### src/gaussian_settings.svh
// gaussian blur settings

`ifndef GAUSSIAN_SETTINGS_SVH
`define GAUSSIAN_SETTINGS_SVH

// one memory line and its pixels
`define GAUSS_LINE_BITS   64
`define GAUSS_PIX_BITS    8

// line address on the host channel
`define GAUSS_ADDR_BITS   16

// write queue depth, also the read credit limit
`define GAUSS_WRQ_DEPTH   8

// response latency bounds in cycles
`define GAUSS_RSP_LAT_MIN 2
`define GAUSS_RSP_LAT_MAX 12

`endif

### src/host_if_pkg.sv
// host memory channel types

`default_nettype none

`include "gaussian_settings.svh"

package host_if_pkg;

  typedef logic [`GAUSS_ADDR_BITS-1:0] t_line_addr;   // line address
  typedef logic [`GAUSS_LINE_BITS-1:0] t_line_data;   // one memory line

  typedef enum logic {
    rsp_rdline,
    rsp_wrline
  } t_rsp_kind;

  // read request channel
  typedef struct packed {
    logic       valid;
    t_line_addr addr;
  } t_rd_req;

  // write request channel
  typedef struct packed {
    logic       valid;
    t_line_addr addr;
    t_line_data data;
  } t_wr_req;

  // shared response channel, data only for reads
  typedef struct packed {
    logic       valid;
    t_rsp_kind  kind;
    t_line_data data;
  } t_mem_rsp;

  typedef struct packed {
    logic rd_alm_full;
    logic wr_alm_full;
  } t_mem_flow;

endpackage : host_if_pkg

`default_nettype wire

### src/gaussian_pkg.sv
// gaussian accelerator types

`default_nettype none

`include "gaussian_settings.svh"

package gaussian_pkg;

  localparam int unsigned PIX_PER_LINE = `GAUSS_LINE_BITS / `GAUSS_PIX_BITS;

  typedef logic [`GAUSS_PIX_BITS-1:0] t_pixel;
  typedef t_pixel [PIX_PER_LINE-1:0]  t_pix_line;    // pixel 0 in the low bits
  typedef logic [15:0]                t_line_count;  // size in lines

  typedef struct packed {
    host_if_pkg::t_line_addr base;
    t_line_count             size;
  } t_buffer_desc;

  typedef struct packed {
    t_buffer_desc            src;
    t_buffer_desc            dst;
    host_if_pkg::t_line_addr status_addr;
  } t_job_desc;

  typedef enum logic [1:0] {
    rd_idle,
    rd_fetch,
    rd_drain
  } t_rd_state;

  typedef enum logic [1:0] {
    wr_idle,
    wr_data,
    wr_status,
    wr_done
  } t_wr_state;

endpackage : gaussian_pkg

`default_nettype wire

### src/gaussian_accel_top.sv
// gaussian blur accelerator top

`timescale 1ns/1ps
`default_nettype none

`include "gaussian_settings.svh"

module gaussian_accel_top (
  input  logic                    clk,
  input  logic                    reset,
  input  logic                    start_req,
  input  gaussian_pkg::t_job_desc job_in,
  input  host_if_pkg::t_mem_rsp   rsp,
  input  host_if_pkg::t_mem_flow  flow,
  output logic                    start_ack,
  output host_if_pkg::t_rd_req    rd_req,
  output host_if_pkg::t_wr_req    wr_req
);

  logic                    go;
  logic                    done;
  gaussian_pkg::t_job_desc job;
  host_if_pkg::t_line_data line_in;
  logic                    line_valid;
  host_if_pkg::t_line_data filt_line;
  logic                    filt_valid;

  gaussian_job_ctrl u_job_ctrl (
    .clk       (clk),
    .reset     (reset),
    .start_req (start_req),
    .job_in    (job_in),
    .done      (done),
    .start_ack (start_ack),
    .go        (go),
    .job       (job)
  );

  gaussian_requestor u_requestor (
    .clk        (clk),
    .reset      (reset),
    .go         (go),
    .job        (job),
    .rsp        (rsp),
    .flow       (flow),
    .filt_line  (filt_line),
    .filt_valid (filt_valid),
    .rd_req     (rd_req),
    .wr_req     (wr_req),
    .line_out   (line_in),
    .line_valid (line_valid),
    .done       (done)
  );

  gaussian_line_filter u_line_filter (
    .clk        (clk),
    .reset      (reset),
    .line_in    (line_in),
    .line_valid (line_valid),
    .line_out   (filt_line),
    .out_valid  (filt_valid)
  );

endmodule : gaussian_accel_top

`default_nettype wire

### src/gaussian_job_ctrl.sv
// job start handshake

`timescale 1ns/1ps
`default_nettype none

`include "gaussian_settings.svh"

module gaussian_job_ctrl (
  input  logic                   clk,
  input  logic                   reset,
  input  logic                   start_req,
  input  gaussian_pkg::t_job_desc job_in,
  input  logic                   done,
  output logic                   start_ack,
  output logic                   go,
  output gaussian_pkg::t_job_desc job
);

  typedef enum logic [1:0] {
    js_idle,
    js_busy,
    js_ack
  } t_ctrl_state;

  t_ctrl_state state;

  always_ff @(posedge clk or posedge reset) begin
    if (reset) begin
      state     <= js_idle;
      go        <= 1'b0;
      start_ack <= 1'b0;
    end else begin
      go <= 1'b0;
      case (state)
        js_idle: begin
          if (start_req) begin
            go    <= 1'b1;              // one cycle pulse
            state <= js_busy;
          end
        end
        js_busy: begin
          if (done) begin
            start_ack <= 1'b1;
            state     <= js_ack;
          end
        end
        js_ack: begin
          if (!start_req) begin         // host has seen the ack
            start_ack <= 1'b0;
            state     <= js_idle;
          end
        end
        default: state <= js_idle;
      endcase
    end
  end

  // descriptor held for the whole job
  always_ff @(posedge clk) begin
    if (state == js_idle && start_req) begin
      job <= job_in;
    end
  end

endmodule : gaussian_job_ctrl

`default_nettype wire

### src/gaussian_line_filter.sv
// horizontal 1-2-1 line filter

`timescale 1ns/1ps
`default_nettype none

`include "gaussian_settings.svh"

module gaussian_line_filter (
  input  logic                    clk,
  input  logic                    reset,
  input  host_if_pkg::t_line_data line_in,
  input  logic                    line_valid,
  output host_if_pkg::t_line_data line_out,
  output logic                    out_valid
);

  localparam int unsigned NPIX = gaussian_pkg::PIX_PER_LINE;

  typedef logic [`GAUSS_PIX_BITS+1:0] t_tap_sum;   // room for 4x a pixel

  gaussian_pkg::t_pix_line pix_in;
  gaussian_pkg::t_pix_line pix_out;
  t_tap_sum                sum_d [NPIX];
  t_tap_sum                sum_q [NPIX];
  logic                    s1_valid;

  // ####################################################################
  // stage one: neighbour sums with edge replication
  // ####################################################################

  always_comb begin
    int left_idx;
    int right_idx;
    pix_in = gaussian_pkg::t_pix_line'(line_in);
    for (int i = 0; i < NPIX; i++) begin
      left_idx  = (i == 0) ? 0 : i - 1;
      right_idx = (i == NPIX - 1) ? NPIX - 1 : i + 1;
      sum_d[i]  = t_tap_sum'(pix_in[left_idx]) + (t_tap_sum'(pix_in[i]) << 1) +
                  t_tap_sum'(pix_in[right_idx]);
    end
  end

  always_ff @(posedge clk) begin
    if (line_valid) begin
      sum_q <= sum_d;
    end
  end

  // ####################################################################
  // stage two: divide by four and pack
  // ####################################################################

  always_comb begin
    for (int i = 0; i < NPIX; i++) begin
      pix_out[i] = sum_q[i][`GAUSS_PIX_BITS+1:2];   // truncating shift
    end
  end

  always_ff @(posedge clk) begin
    if (s1_valid) begin
      line_out <= host_if_pkg::t_line_data'(pix_out);
    end
  end

  always_ff @(posedge clk or posedge reset) begin
    if (reset) begin
      s1_valid  <= 1'b0;
      out_valid <= 1'b0;
    end else begin
      s1_valid  <= line_valid;
      out_valid <= s1_valid;
    end
  end

endmodule : gaussian_line_filter

`default_nettype wire

### src/gaussian_requestor.sv
// host memory requestor

`timescale 1ns/1ps
`default_nettype none

`include "gaussian_settings.svh"

module gaussian_requestor (
  input  logic                    clk,
  input  logic                    reset,
  input  logic                    go,
  input  gaussian_pkg::t_job_desc job,
  input  host_if_pkg::t_mem_rsp   rsp,
  input  host_if_pkg::t_mem_flow  flow,
  input  host_if_pkg::t_line_data filt_line,
  input  logic                    filt_valid,
  output host_if_pkg::t_rd_req    rd_req,
  output host_if_pkg::t_wr_req    wr_req,
  output host_if_pkg::t_line_data line_out,
  output logic                    line_valid,
  output logic                    done
);

  localparam int unsigned QW = $clog2(`GAUSS_WRQ_DEPTH);

  typedef logic [QW-1:0] t_q_ptr;
  typedef logic [QW:0]   t_q_count;   // also used for read credits

  gaussian_pkg::t_rd_state   rd_state;
  gaussian_pkg::t_wr_state   wr_state;
  gaussian_pkg::t_line_count rd_offset;
  gaussian_pkg::t_line_count wr_offset;
  gaussian_pkg::t_line_count wr_rsp_cnt;

  host_if_pkg::t_line_data q_mem [`GAUSS_WRQ_DEPTH];
  t_q_ptr                  q_wr_ptr;
  t_q_ptr                  q_rd_ptr;
  t_q_count                q_count;
  t_q_count                in_flight;   // reads issued whose line is not yet written

  logic rd_issue;
  logic wr_data_issue;
  logic wr_stat_issue;

  assign rd_issue      = (rd_state == gaussian_pkg::rd_fetch) && !flow.rd_alm_full &&
                         (rd_offset != job.src.size) &&
                         (in_flight < t_q_count'(`GAUSS_WRQ_DEPTH));
  assign wr_data_issue = (wr_state == gaussian_pkg::wr_data) && !flow.wr_alm_full &&
                         (q_count != '0);
  assign wr_stat_issue = (wr_state == gaussian_pkg::wr_status) && !flow.wr_alm_full &&
                         (wr_rsp_cnt == job.src.size);

  // ####################################################################
  // read machine
  // ####################################################################

  always_ff @(posedge clk or posedge reset) begin
    if (reset) begin
      rd_state  <= gaussian_pkg::rd_idle;
      rd_offset <= '0;
      rd_req    <= '0;
    end else begin
      rd_req.valid <= rd_issue;
      if (rd_issue) begin
        rd_req.addr <= host_if_pkg::t_line_addr'(job.src.base + rd_offset);
        rd_offset   <= rd_offset + 1'b1;
      end
      case (rd_state)
        gaussian_pkg::rd_idle: begin
          if (go) begin
            rd_offset <= '0;
            rd_state  <= gaussian_pkg::rd_fetch;
          end
        end
        gaussian_pkg::rd_fetch: begin
          if (rd_offset == job.src.size) begin
            rd_state <= gaussian_pkg::rd_drain;
          end
        end
        gaussian_pkg::rd_drain: begin
          if (done) rd_state <= gaussian_pkg::rd_idle;
        end
        default: rd_state <= gaussian_pkg::rd_idle;
      endcase
    end
  end

  // read responses go straight on to the filter
  always_ff @(posedge clk) begin
    if (rsp.valid && rsp.kind == host_if_pkg::rsp_rdline) begin
      line_out <= rsp.data;
    end
  end

  always_ff @(posedge clk or posedge reset) begin
    if (reset) begin
      line_valid <= 1'b0;
      wr_rsp_cnt <= '0;
    end else begin
      line_valid <= rsp.valid && (rsp.kind == host_if_pkg::rsp_rdline);
      if (go) begin
        wr_rsp_cnt <= '0;
      end else if (rsp.valid && rsp.kind == host_if_pkg::rsp_wrline) begin
        wr_rsp_cnt <= wr_rsp_cnt + 1'b1;
      end
    end
  end

  // ####################################################################
  // write queue and credits
  // ####################################################################

  always_ff @(posedge clk) begin
    if (filt_valid) q_mem[q_wr_ptr] <= filt_line;
  end

  always_ff @(posedge clk or posedge reset) begin
    if (reset) begin
      q_wr_ptr  <= '0;
      q_rd_ptr  <= '0;
      q_count   <= '0;
      in_flight <= '0;
    end else begin
      if (filt_valid) q_wr_ptr <= q_wr_ptr + 1'b1;
      if (wr_data_issue) q_rd_ptr <= q_rd_ptr + 1'b1;
      q_count   <= q_count + t_q_count'(filt_valid) - t_q_count'(wr_data_issue);
      in_flight <= in_flight + t_q_count'(rd_issue) - t_q_count'(wr_data_issue);
    end
  end

  // ####################################################################
  // write machine
  // ####################################################################

  always_ff @(posedge clk or posedge reset) begin
    if (reset) begin
      wr_state  <= gaussian_pkg::wr_idle;
      wr_offset <= '0;
      wr_req    <= '0;
      done      <= 1'b0;
    end else begin
      wr_req.valid <= wr_data_issue || wr_stat_issue;
      done         <= 1'b0;
      if (wr_data_issue) begin
        wr_req.addr <= host_if_pkg::t_line_addr'(job.dst.base + wr_offset);
        wr_req.data <= q_mem[q_rd_ptr];
        wr_offset   <= wr_offset + 1'b1;
      end
      if (wr_stat_issue) begin
        wr_req.addr <= job.status_addr;
        wr_req.data <= host_if_pkg::t_line_data'(1);   // status value
      end
      case (wr_state)
        gaussian_pkg::wr_idle: begin
          if (go) begin
            wr_offset <= '0;
            wr_state  <= gaussian_pkg::wr_data;
          end
        end
        gaussian_pkg::wr_data: begin
          if (wr_offset == job.src.size) wr_state <= gaussian_pkg::wr_status;
        end
        gaussian_pkg::wr_status: begin
          if (wr_stat_issue) wr_state <= gaussian_pkg::wr_done;
        end
        gaussian_pkg::wr_done: begin
          // wait for the status write response too
          if (wr_rsp_cnt == gaussian_pkg::t_line_count'(job.src.size + 1'b1)) begin
            done     <= 1'b1;
            wr_state <= gaussian_pkg::wr_idle;
          end
        end
        default: wr_state <= gaussian_pkg::wr_idle;
      endcase
    end
  end

endmodule : gaussian_requestor

`default_nettype wire

### config.mk
export PLATFORM = sky130hd
export DESIGN_NAME = gaussian_accel_top
export DESIGN_NICKNAME = d
export VERILOG_FILES = /design/src/host_if_pkg.sv /design/src/gaussian_pkg.sv /design/src/gaussian_accel_top.sv /design/src/gaussian_job_ctrl.sv /design/src/gaussian_line_filter.sv /design/src/gaussian_requestor.sv
export VERILOG_INCLUDE_DIRS = /design/src
export SDC_FILE = /design/constraint.sdc
export NUM_CORES = 1
export LEC_CHECK = 0
export ABC_CLOCK_PERIOD_IN_PS = 7000
export BUFFER_PORTS_ARGS = -buffer_cell sky130_fd_sc_hd__buf_2
export CAP_MARGIN = 20
export CORE_MARGIN = 5
export CORE_UTILIZATION = 35
export DETAILED_ROUTE_END_ITERATION = 7
export PLACE_DENSITY_LB_ADDON = 0.3
export SLEW_MARGIN = 10
export SYNTH_ARGS = -nofsm -noshare
export SYNTH_HDL_FRONTEND = slang
export SYNTH_SLANG_ARGS = --single-unit
### constraint.sdc
create_clock -name clk -period 7 [get_ports clk]
set_input_delay 0.7 -clock clk [delete_from_list [all_inputs] [get_ports clk]]
set_output_delay 0.7 -clock clk [all_outputs]
set_load 0.02 [all_outputs]
* Word-level counts from Yosys, hierarchy flattened
Memory sizes are Yosys's and may differ from the RTL's. Cells that the tools add are included.
Storage, ports and cells: RAM bits 512, bits of input ports 151, flip-flop bits (word level) 444, logic and storage cells 143, output and inout port bits 99, memories kept 1
Memory list:
- u_requestor.q_mem | words 8, bits a word 64, read ports 1, clocked after memory_dff 0, wr ports 1, line gaussian_requestor.sv:35 | host_if_pkg::t_line_data q_mem [`GAUSS_WRQ_DEPTH];
Cells by class: add/sub/neg operators 28, multiplexer cells 31, order comparisons 1, reduce and logical (&&, ||, !) cells 24, equal/unequal tests 22, bitwise operators 1
Operators by type and width (number):
- two-way mux 80 bit | 2
- two-way mux 16 bit | 8
- adder 10 x 8 -> 10 bit | 8
- adder 8 x 9 -> 10 bit | 8
- adder 16 x 1 -> 16 bit (second input constant) | 4
- equality test 16 bit | 4
- adder 16 bit | 2
- two-way mux 2 bit | 9
- inequality test 16 bit | 1
- inequality test 2 bit (second input constant) | 6
- one-hot mux 2 bit (3 select lines) | 2
- logical AND 1 bit | 10
- AND reduction 3 bit | 3
- adder 4 x 1 -> 4 bit | 2
- equality test 2 bit (second input constant) | 4
- two-way mux 1 bit | 8
- inequality test 2 x 1 -> 1 bit (second input constant) | 4
- one-hot mux 2 bit (4 select lines) | 1
- subtractor 4 x 1 -> 4 bit | 2
- adder 3 x 1 -> 3 bit (second input constant) | 2
- equality test 2 x 1 -> 1 bit (second input constant) | 3
- zero test 2 bit | 3
- nonzero test 2 bit | 3
- < comparator 4 bit (second input constant) | 1
- 6 further kinds | 7

* Depth between registers and ports, before layout
Gate-level depths: netlist of run 1.
depth in word-level cells 7, depth in mapped cells 13, gate-level depth less buffers 11

* By module
Synthesis of run 1 repeated with hierarchy kept, for this count alone.
Unflattened totals: cell total of the unflattened synthesis 2539, area total of the unflattened synthesis 41352.2 um^2
Modules (own cells, without submodules):
- gaussian_requestor | seq. area each 21450.6 um^2, cells each 1864, instances 1, area an instance 30875.9 um^2
- gaussian_line_filter | seq. area each 3893.7 um^2, cells each 581, instances 1, area an instance 7905.1 um^2
- gaussian_job_ctrl | seq. area each 2502.4 um^2, cells each 94, instances 1, area an instance 2571.2 um^2

* Worst setup path before layout of run 1
Ideal clock, no wire load.
path kind flip-flop to flip-flop, from register u_requestor.q_wr_ptr[1], to memory u_requestor.q_mem[0][0] (netlist name), enable pin, setup time 0.565 ns, required time 6.435 ns, path buffers 0, period minus slack after synthesis 5.490 ns, setup slack 1.510 ns, arrival 4.925 ns, cell stages (with the launch flop) 3, cells stage by stage dfrtp_1 nand2b_1 nor3_1
RTL lines:
- start: declaration | line gaussian_requestor.sv:36 | t_q_ptr q_wr_ptr;
- start signal: assignment | line gaussian_requestor.sv:124 | if (filt_valid) q_wr_ptr <= q_wr_ptr + 1'b1;
- end: declaration | line gaussian_requestor.sv:35
No word-level cell before the write port.

* Worst setup path after layout of run 1
from register u_job_ctrl.job[51] (netlist name), to register u_requestor.wr_req[67] (netlist name)
On the way: cells in the longest elaborated chain, start to end 3, elaborated cells on any way between the ends 4, classes of those cells 1 x eq/ne; 1 x mux; 2 x reduce/logical
Ends and longest elaborated chain:
- equality test 16 bit * | line gaussian_requestor.sv:51 | (wr_rsp_cnt == job.src.size);
- logical AND 1 bit * | line gaussian_requestor.sv:50 | assign wr_stat_issue = (wr_state == gaussian_pkg::wr_status) && !flow.wr_alm_full &&
- two-way mux 80 bit / nonzero test 2 bit (equally long branches)
Every way passes the cells marked *; elsewhere a longest branch is shown, timed or not. A chain may end at the register's enable or synchronous reset.

==> results of run 1 <==
-- layout by cell type, fill, tap and decap left out, types with 8 or more instances in the layout --
cell / count
bufinv_16: 20
and3_1: 16
clkinv_2: 21
nor2_1: 151
o21ai_0: 62
nor3_1: 16
dfrtp_1: 167
nor2b_1: 12
o21bai_1: 10
clkinv_1: 8
nor4_1: 17
nand4_1: 14
buf_4: 26
nand2_1: 83
a21o_1: 29
buf_2: 233
inv_1: 77
nand2b_1: 17
xnor2_1: 80
edfxtp_1: 768
a211oi_1: 73
xor2_1: 85
mux2i_1: 72
mux4_2: 128
clkbuf_1: 16
clkbuf_16: 103
or3_1: 16
nand3_1: 34
ha_1: 106
a21oi_1: 92
fa_1: 68
clkbuf_8: 9
-- layer usage --
metal / part of all wire / vias up / track usage
met2: 0.48 / 654 / 0.251
met1: 0.43 / 10900 / 0.201
met4: 0.026 / 0 / 0.0449
li1: - / 9631 / -
met3: 0.060 / 157 / 0.0302
met5: 0 / - / 0
-- cell type report --
| class | count | share of cell area |
|---|---|---|
| Sequential cell | 940 | 0.588 |
| Antenna cell | 2 | 0.000107 |
| Timing Repair Buffer | 260 | 0.0297 |
| Clock inverter | 65 | 0.0214 |
| Tap cell | 1500 | 0.0403 |
| Inverter | 79 | 0.00658 |
| Clock buffer | 128 | 0.0593 |
| Multi-Input combinational cell | 1266 | 0.255 |
-- stage by stage --
| stage | cells | hold WS (ns) | total power, W | worst slack (ns) | utilization |
|---|---|---|---|---|---|
| floorplan | 2373 | 0.400 | 0.0104 | 1.51 | - |
| global placement | 4045 | 0.402 | 0.0117 | 3.62 | 0.380 |
| detailed placement | 4045 | 0.405 | 0.0118 | 3.58 | 0.380 |
| CTS | 4238 | 0.0704 | 0.0177 | 3.53 | 0.413 |
| global route | 4238 | 0.108 | 0.0184 | 3.39 | 0.413 |
| finish | 4240 | 0.0917 | 0.0174 | 3.51 | 0.413 |
-- worst max-delay path by stage --
| stage | from | to | slack [ns] | cells after the start |
|---|---|---|---|---|
| 2_1_floorplan | u_requestor.q_wr_ptr[1] | u_requestor.q_mem[0][0] | 1.51 | 2 |
| 3_3_place_gp | u_job_ctrl.job[51] | u_requestor.wr_req[67] | 3.62 | 7 |
| 3_5_place_dp | u_job_ctrl.job[51] | u_requestor.wr_req[67] | 3.58 | 7 |
| 4_1_cts | u_job_ctrl.job[51] | u_requestor.wr_req[67] | 3.53 | 7 |
| 5_1_grt | u_job_ctrl.job[51] | u_requestor.wr_req[67] | 3.39 | 7 |
| 6_report | u_job_ctrl.job[51] | u_requestor.wr_req[67] | 3.51 | 7 |
-- cells by family (layout without fill, tap and decap cells) --
family | Yosys count | in the layout | share of synthesized area
AO/OA/AOI/OAI | 303 | 303 | 0.0486
flip-flops | 940 | 940 | 0.688
XOR/XNOR | 168 | 168 | 0.0379
AND/OR/NAND/NOR | 417 | 417 | 0.0499
other | 0 | 2 | 0
buffers and inverters | 167 | 532 | 0.0160
multiplexers | 204 | 204 | 0.0918
adder cells (fa/ha/maj) | 174 | 174 | 0.0676
-- flip-flops by register name (all words and copies together) (netlist names), 2 cells and up --
name / count
u_requestor.q_count: 4
u_requestor.q_wr_ptr: 3
u_line_filter.pix_out: 64
u_job_ctrl.state: 2
u_requestor.in_flight: 4
u_requestor.wr_req: 81
u_requestor.wr_offset: 16
u_requestor.line_out: 64
u_requestor.q_mem: 512
u_requestor.q_rd_ptr: 3
u_requestor.rd_offset: 16
u_requestor.wr_rsp_cnt: 16
u_requestor.rd_state: 2
u_job_ctrl.job: 64
u_requestor.rd_req: 17
u_requestor.wr_state: 2
u_line_filter.line_out: 64
-- report_power, final --
group          leakage (nW)  internal (W)  switching [W]
clock                  1.81       0.00356        0.00229
sequential             9.09       0.00688       0.000669
combinational          5.93       0.00180        0.00225
-- critical path, cell delays in order (launching register included) --
cell and delay (ns):
edfxtp_1 0.64, xnor2_1 0.42, nand2_1 0.11, or4_1 0.58, nor4_4 0.57, buf_4 0.80, a211oi_1 0.11, nor2_1 0.13
==> run_results.csv, run 1 <==
group,metric,value,unit
synth,synthFlopType,"edfxtp_1",
sta,fin_crit,3.49,ns
worst_setup_path,critPathArrivalTime,4.08,ns
worst_setup_path,r2r-start,"u_job_ctrl.job[51]",
routing,first_pass_iters,5,
outcome,status,"finished clean",
sta,drv_slew,0,
routing,wire_per_inst,21.6,microns
place,dpl-instance-area,42800,sq um
cells_and_area,multi_input_area,11900,sq um
global_routing,grt_overflow,0,
sta,slew_headroom,0.354,
synth,synth_common_cells,"edfxtp_1 (768), dfrtp_1 (172), nor2_1 (158)",
floorplan,start_util,0.353,
clocking,cts_setup_buffers,0,
synth,synth_top_area_frac,0.580,
synth,syn_area_per_cell,16.8,sq um
sta,hold_viol_final,0,
min_path,hold_path.class,"in -> async",
sta,setup-tns-final,0,ns
clocking,cts_sinks,940,
synth,yosysTopAreaCell,"edfxtp_1",
clocking,clk_latency,0.71,ns
clocking,hold_buffers,0,
cells_and_area,fin_nets,2974,
synth,synthesis.area,39800,sq um
place,place_congestion,0.829,
synth,ys_ff_latch,940,
flow_run,maxCapViolations,0,
floorplan,die_area,120000,sq um
place,portBuffers,233,
floorplan,die_w,347,microns
synth,synth.most_common_cell,"edfxtp_1",
floorplan,core_area,113000,sq um
worst_setup_path,reg2reg_slack,3.51,ns
cells_and_area,register_area,27400,sq um
sta,worst_pin_slew,0.967,ns
synth,synth.area.top_cells,"edfxtp_1 (58%), dfrtp_1 (11%), mux4_2 (7.2%), fa_1 (3.4%), ha_1 (3.3%)",
synth,syn_inst,2373,
floorplan,rows,123,
worst_setup_path,cp_max_fo,64,
routing,totalWireLength,91.7,mm
cells_and_area,fillerInstances,10100,
worst_setup_path,crit_required,7.59,ns
synth,syn_nets,2698,
routing,vias_per_cell,5.03,
sta,rsz0062_at_grt,"false",
power,peakVddDrop,0.278,mV
floorplan,die_y,347,microns
sta,finalClockSkew,0.0599,ns
cells_and_area,syn_to_final_growth,17.1,%
sta,fmax,287,MHz
routing,detail-route-antenna-nets,0,
place,dp_hpwl,57.5,mm
global_routing,grt_pass1_vias,22600,
synth,ys_seq_area_frac,0.688,
synth,synthDistinctLibCells,60,
synth,ys_warn_count,0,
worst_setup_path,critPathLaunchType,"flip-flop",
worst_setup_path,critPathKind,"reg -> reg",
routing,first_iter_violations,1400,
sta,setup_viol,0,
clocking,cts_resized,0,
clocking,clk_pin_slew,0.06,ns
synth,synth_edf_count,768,
clocking,cts_buffers,102,
clocking,cts_tree,"done",
worst_setup_path,critPathCaptureType,"flip-flop",
worst_setup_path,r2r_end,"u_requestor.wr_req[67]",
synth,synth_async_sr_flop_share,0.183,
global_routing,grt_util_all_layers,0.151,
power,powerDensity,375,nW/um^2
global_routing,antenna_found_initial,4,
sta,period_share,0.498,
routing,drc_errors,0,
floorplan,io_pins,250,
clocking,cts_buffer_depth,3,
worst_setup_path,ff2ff_path_depth,7,
cells_and_area,layout-drive-gt1-share,0.217,
global_routing,grt_pass1_wl,139,mm
power,p_leak,16.8,nW
global_routing,grt_max_degree,92,
cells_and_area,design_area,46600,sq um
routing,route.vias.total,21300,
clocking,cts-root-buf,"clkbuf_16",
clocking,cts_max_level,3,
No activity file was read; power rests on OpenSTA's default activity.
==> run 2: changes to the inputs <==
- ABC_CLOCK_PERIOD_IN_PS: 7000 -> 2850
- clock period: 7 -> 2.85 ns (I/O delays scaled with it)
==> run 2 against run 1 <==
  * Routed wire length grew 1.8%
  * Final cell count grew 5.0%
  * Global-route usage grew 0.27 points
  * First-iteration DRC count shrank 4.6%
  * Register-to-register slack lost 3.4 ns
  * Clock skew shrank 0.0069 ns
  * Clock-buffer cell count grew 6
  * Die area is the same
  * Non-clock buffer count grew 213
  * Combinational power grew to 2.7 times the previous value
  * Clock power grew 120%
  * Worst setup slack lost 3.4 ns
  * Critical path type unchanged
  * Critical endpoint is now u_line_filter.pix_out[39]
  * Largest cell class unchanged
==> run_results.csv, run 2 (synthesis gave the netlist of run 1 again) <==
group,metric,value,unit
sta,setup_viol,0,
clocking,cts_tree,"done",
global_routing,grt_max_degree,129,
cells_and_area,fin_nets,3185,
power,peakVddDrop,0.525,mV
sta,hold_viol_final,0,
floorplan,core_area,113000,sq um
sta,rsz0062_at_grt,"true",
cells_and_area,reg.largest.list,"u_requestor.q_mem: 512 flops, u_requestor.wr_req: 81 flops",
sta,slew_headroom,0.427,
power,p_leak,17.6,nW
routing,totalWireLength,93.3,mm
worst_setup_path,max_stage_delay,0.52,ns
worst_setup_path,critPathKind,"reg -> reg",
flow_run,maxCapViolations,0,
worst_setup_path,path_buf_inv,0,
floorplan,rows,123,
cells_and_area,regMostFlops,"u_requestor.q_mem",
global_routing,antenna_found_initial,2,
global_routing,grt_util_all_layers,0.153,
place,dp_hpwl,59.4,mm
routing,first_pass_iters,5,
clocking,cts_buffer_depth,3,
worst_setup_path,critPathCaptureType,"flip-flop",
cells_and_area,final_cell_mix,"edfxtp_1 (768), buf_2 (233), dfrtp_1 (167)",
global_routing,grt_overflow,0,
routing,detail-route-antenna-nets,0,
floorplan,die_w,347,microns
cells_and_area,largest_reg_flops,512,
routing,drc_errors,0,
routing,first_iter_violations,1335,
routing,vias_per_cell,4.97,
worst_setup_path,crit_family,"adder cells",
place,place_congestion,0.842,
sta,period_share,0.970,
cells_and_area,fillerInstances,9896,
floorplan,start_util,0.353,
floorplan,die_area,120000,sq um
place,portBuffers,233,
worst_setup_path,cpMaxStageDelayCell,"edfxtp_1",
power,powerDensity,870,nW/um^2
routing,route.vias.total,22100,
worst_setup_path,crit_required,3.28,ns
place,dp_cells,4119,
clocking,cts_max_level,3,
sta,fmax,362,MHz
worst_setup_path,cp_max_fo,3,
cells_and_area,final_cells,4450,
floorplan,die_y,347,microns
place,dp_slack,0.0383,ns
global_routing,grt_pass1_wl,142,mm
min_path,hold_path.class,"in -> reg",
worst_setup_path,critPathLaunchType,"flip-flop",
clocking,cts_sinks,940,
worst_setup_path,crit_chain,"fa_1, ha_1, nor2b_1, o21ai_0, a21boi_1, o21ai_0, nand2b_1, a21o_1, a21o_1",
cells_and_area,syn_to_final_growth,21.6,%
routing,wire_per_inst,21.0,microns
cells_and_area,final_common_cell,"edfxtp_1",
global_routing,grt_pass1_vias,23200,
floorplan,io_pins,250,
sta,drv_slew,0,
sta,finalClockSkew,0.0530,ns
clocking,cts-root-buf,"clkbuf_16",
worst_setup_path,critPathArrivalTime,3.19,ns
cells_and_area,layout-drive-gt1-share,0.226,
clocking,clk_latency,0.69,ns
sta,fin_ws,0.0855,ns
clocking,cts_buffers,100,
clocking,clk_pin_slew,0.06,ns
sta,fin_crit,2.76,ns
outcome,status,"finished clean",
sta,worst_pin_slew,0.858,ns
[run 2: changes by cell type in the layout (fill, tap and decap cells not counted), sizes merged]
cell	before	now
buf	260	340
clkinv	37	42
clkbuf	128	134
clkinvlp	7	5
diode	2	3
dlygate4sd3	0	133
bufinv	20	7
[run 2: repair_timing]
item                       4_1_cts  5_1_grt
hold endpoints to repair       158        0
setup buffers                    0        6
setup endpoints to repair        0       21
hold buffers                   133        0
gates resized for setup          0       23
[run 2: power by group]
group / total, W / internal, W / switching [W]
combinational: 0.0109 / 0.00495 / 0.00599
clock: 0.0129 / 0.00745 / 0.00547
sequential: 0.0182 / 0.0169 / 0.00132
total: 0.0421 / 0.0293 / 0.0128
[run 2: per-stage QoR]
step | cell area, sq um | hold WS [ns] | util | setup TNS, ns | power, W
CTS | 48300 | 0.235 | 0.428 | 0 | 0.0427
floorplan | 39800 | 0.384 | - | -324.63 | 0.0255
global route | 48400 | 0.261 | 0.429 | -0.0323 | 0.0444
detailed placement | 43600 | 0.405 | 0.387 | 0 | 0.0294
finish | 48400 | 0.278 | 0.429 | 0 | 0.0421
global placement | 43600 | 0.401 | 0.387 | 0 | 0.0292
[run 2: layer usage]
layer  vias up  GRT usage  routed length, microns
met4         0     0.0387                    2110
li1      10100          -                       -
met2       618      0.253                   44700
met3       126     0.0339                    6280
met5         -          0                       0
met1     11300      0.207                   40200
[run 2: path summary, 6_finish.rpt]
kind | startpoint | end | slack (ns) | cells past startpoint
worst max-delay path | u_requestor.line_out[27] | u_line_filter.pix_out[39] | 0.09 | 9
worst min-delay path | flow[0] | u_requestor.wr_offset[1] | 0.28 | 6
worst max register to register | u_requestor.line_out[27] | u_line_filter.pix_out[39] | 0.09 | 9
worst min register to register | u_line_filter.pix_out[23] | u_line_filter.line_out[23] | 0.42 | 0
max in group asynchronous | reset | u_requestor.wr_req[54] | 1.66 | 4
min in group asynchronous | reset | u_requestor.wr_req[32] | 0.35 | 3
[run 2: layout make-up]
cell class / instances / area [sq um] / share of cell area
clock buffers: 134 / 2740 / 0.0567
multi-input cells: 1266 / 11900 / 0.247
clock inverters: 55 / 583 / 0.0121
well taps: 1500 / 1880 / 0.0388
repair buffers: 473 / 3550 / 0.0734
inverters: 79 / 303 / 0.00626
flip-flops and latches: 940 / 27400 / 0.566
diodes: 3 / 7.51 / 0.000155
[run 2: worst reg2reg max path, delay by kind of cell, from the launching register on]
| kind | cells | cell delay (ns) |
|---|---|---|
| fa+ha+maj | 2 | 0.87 |
| compound gates | 5 | 0.87 |
| flops | 1 | 0.52 |
| simple gates | 2 | 0.26 |
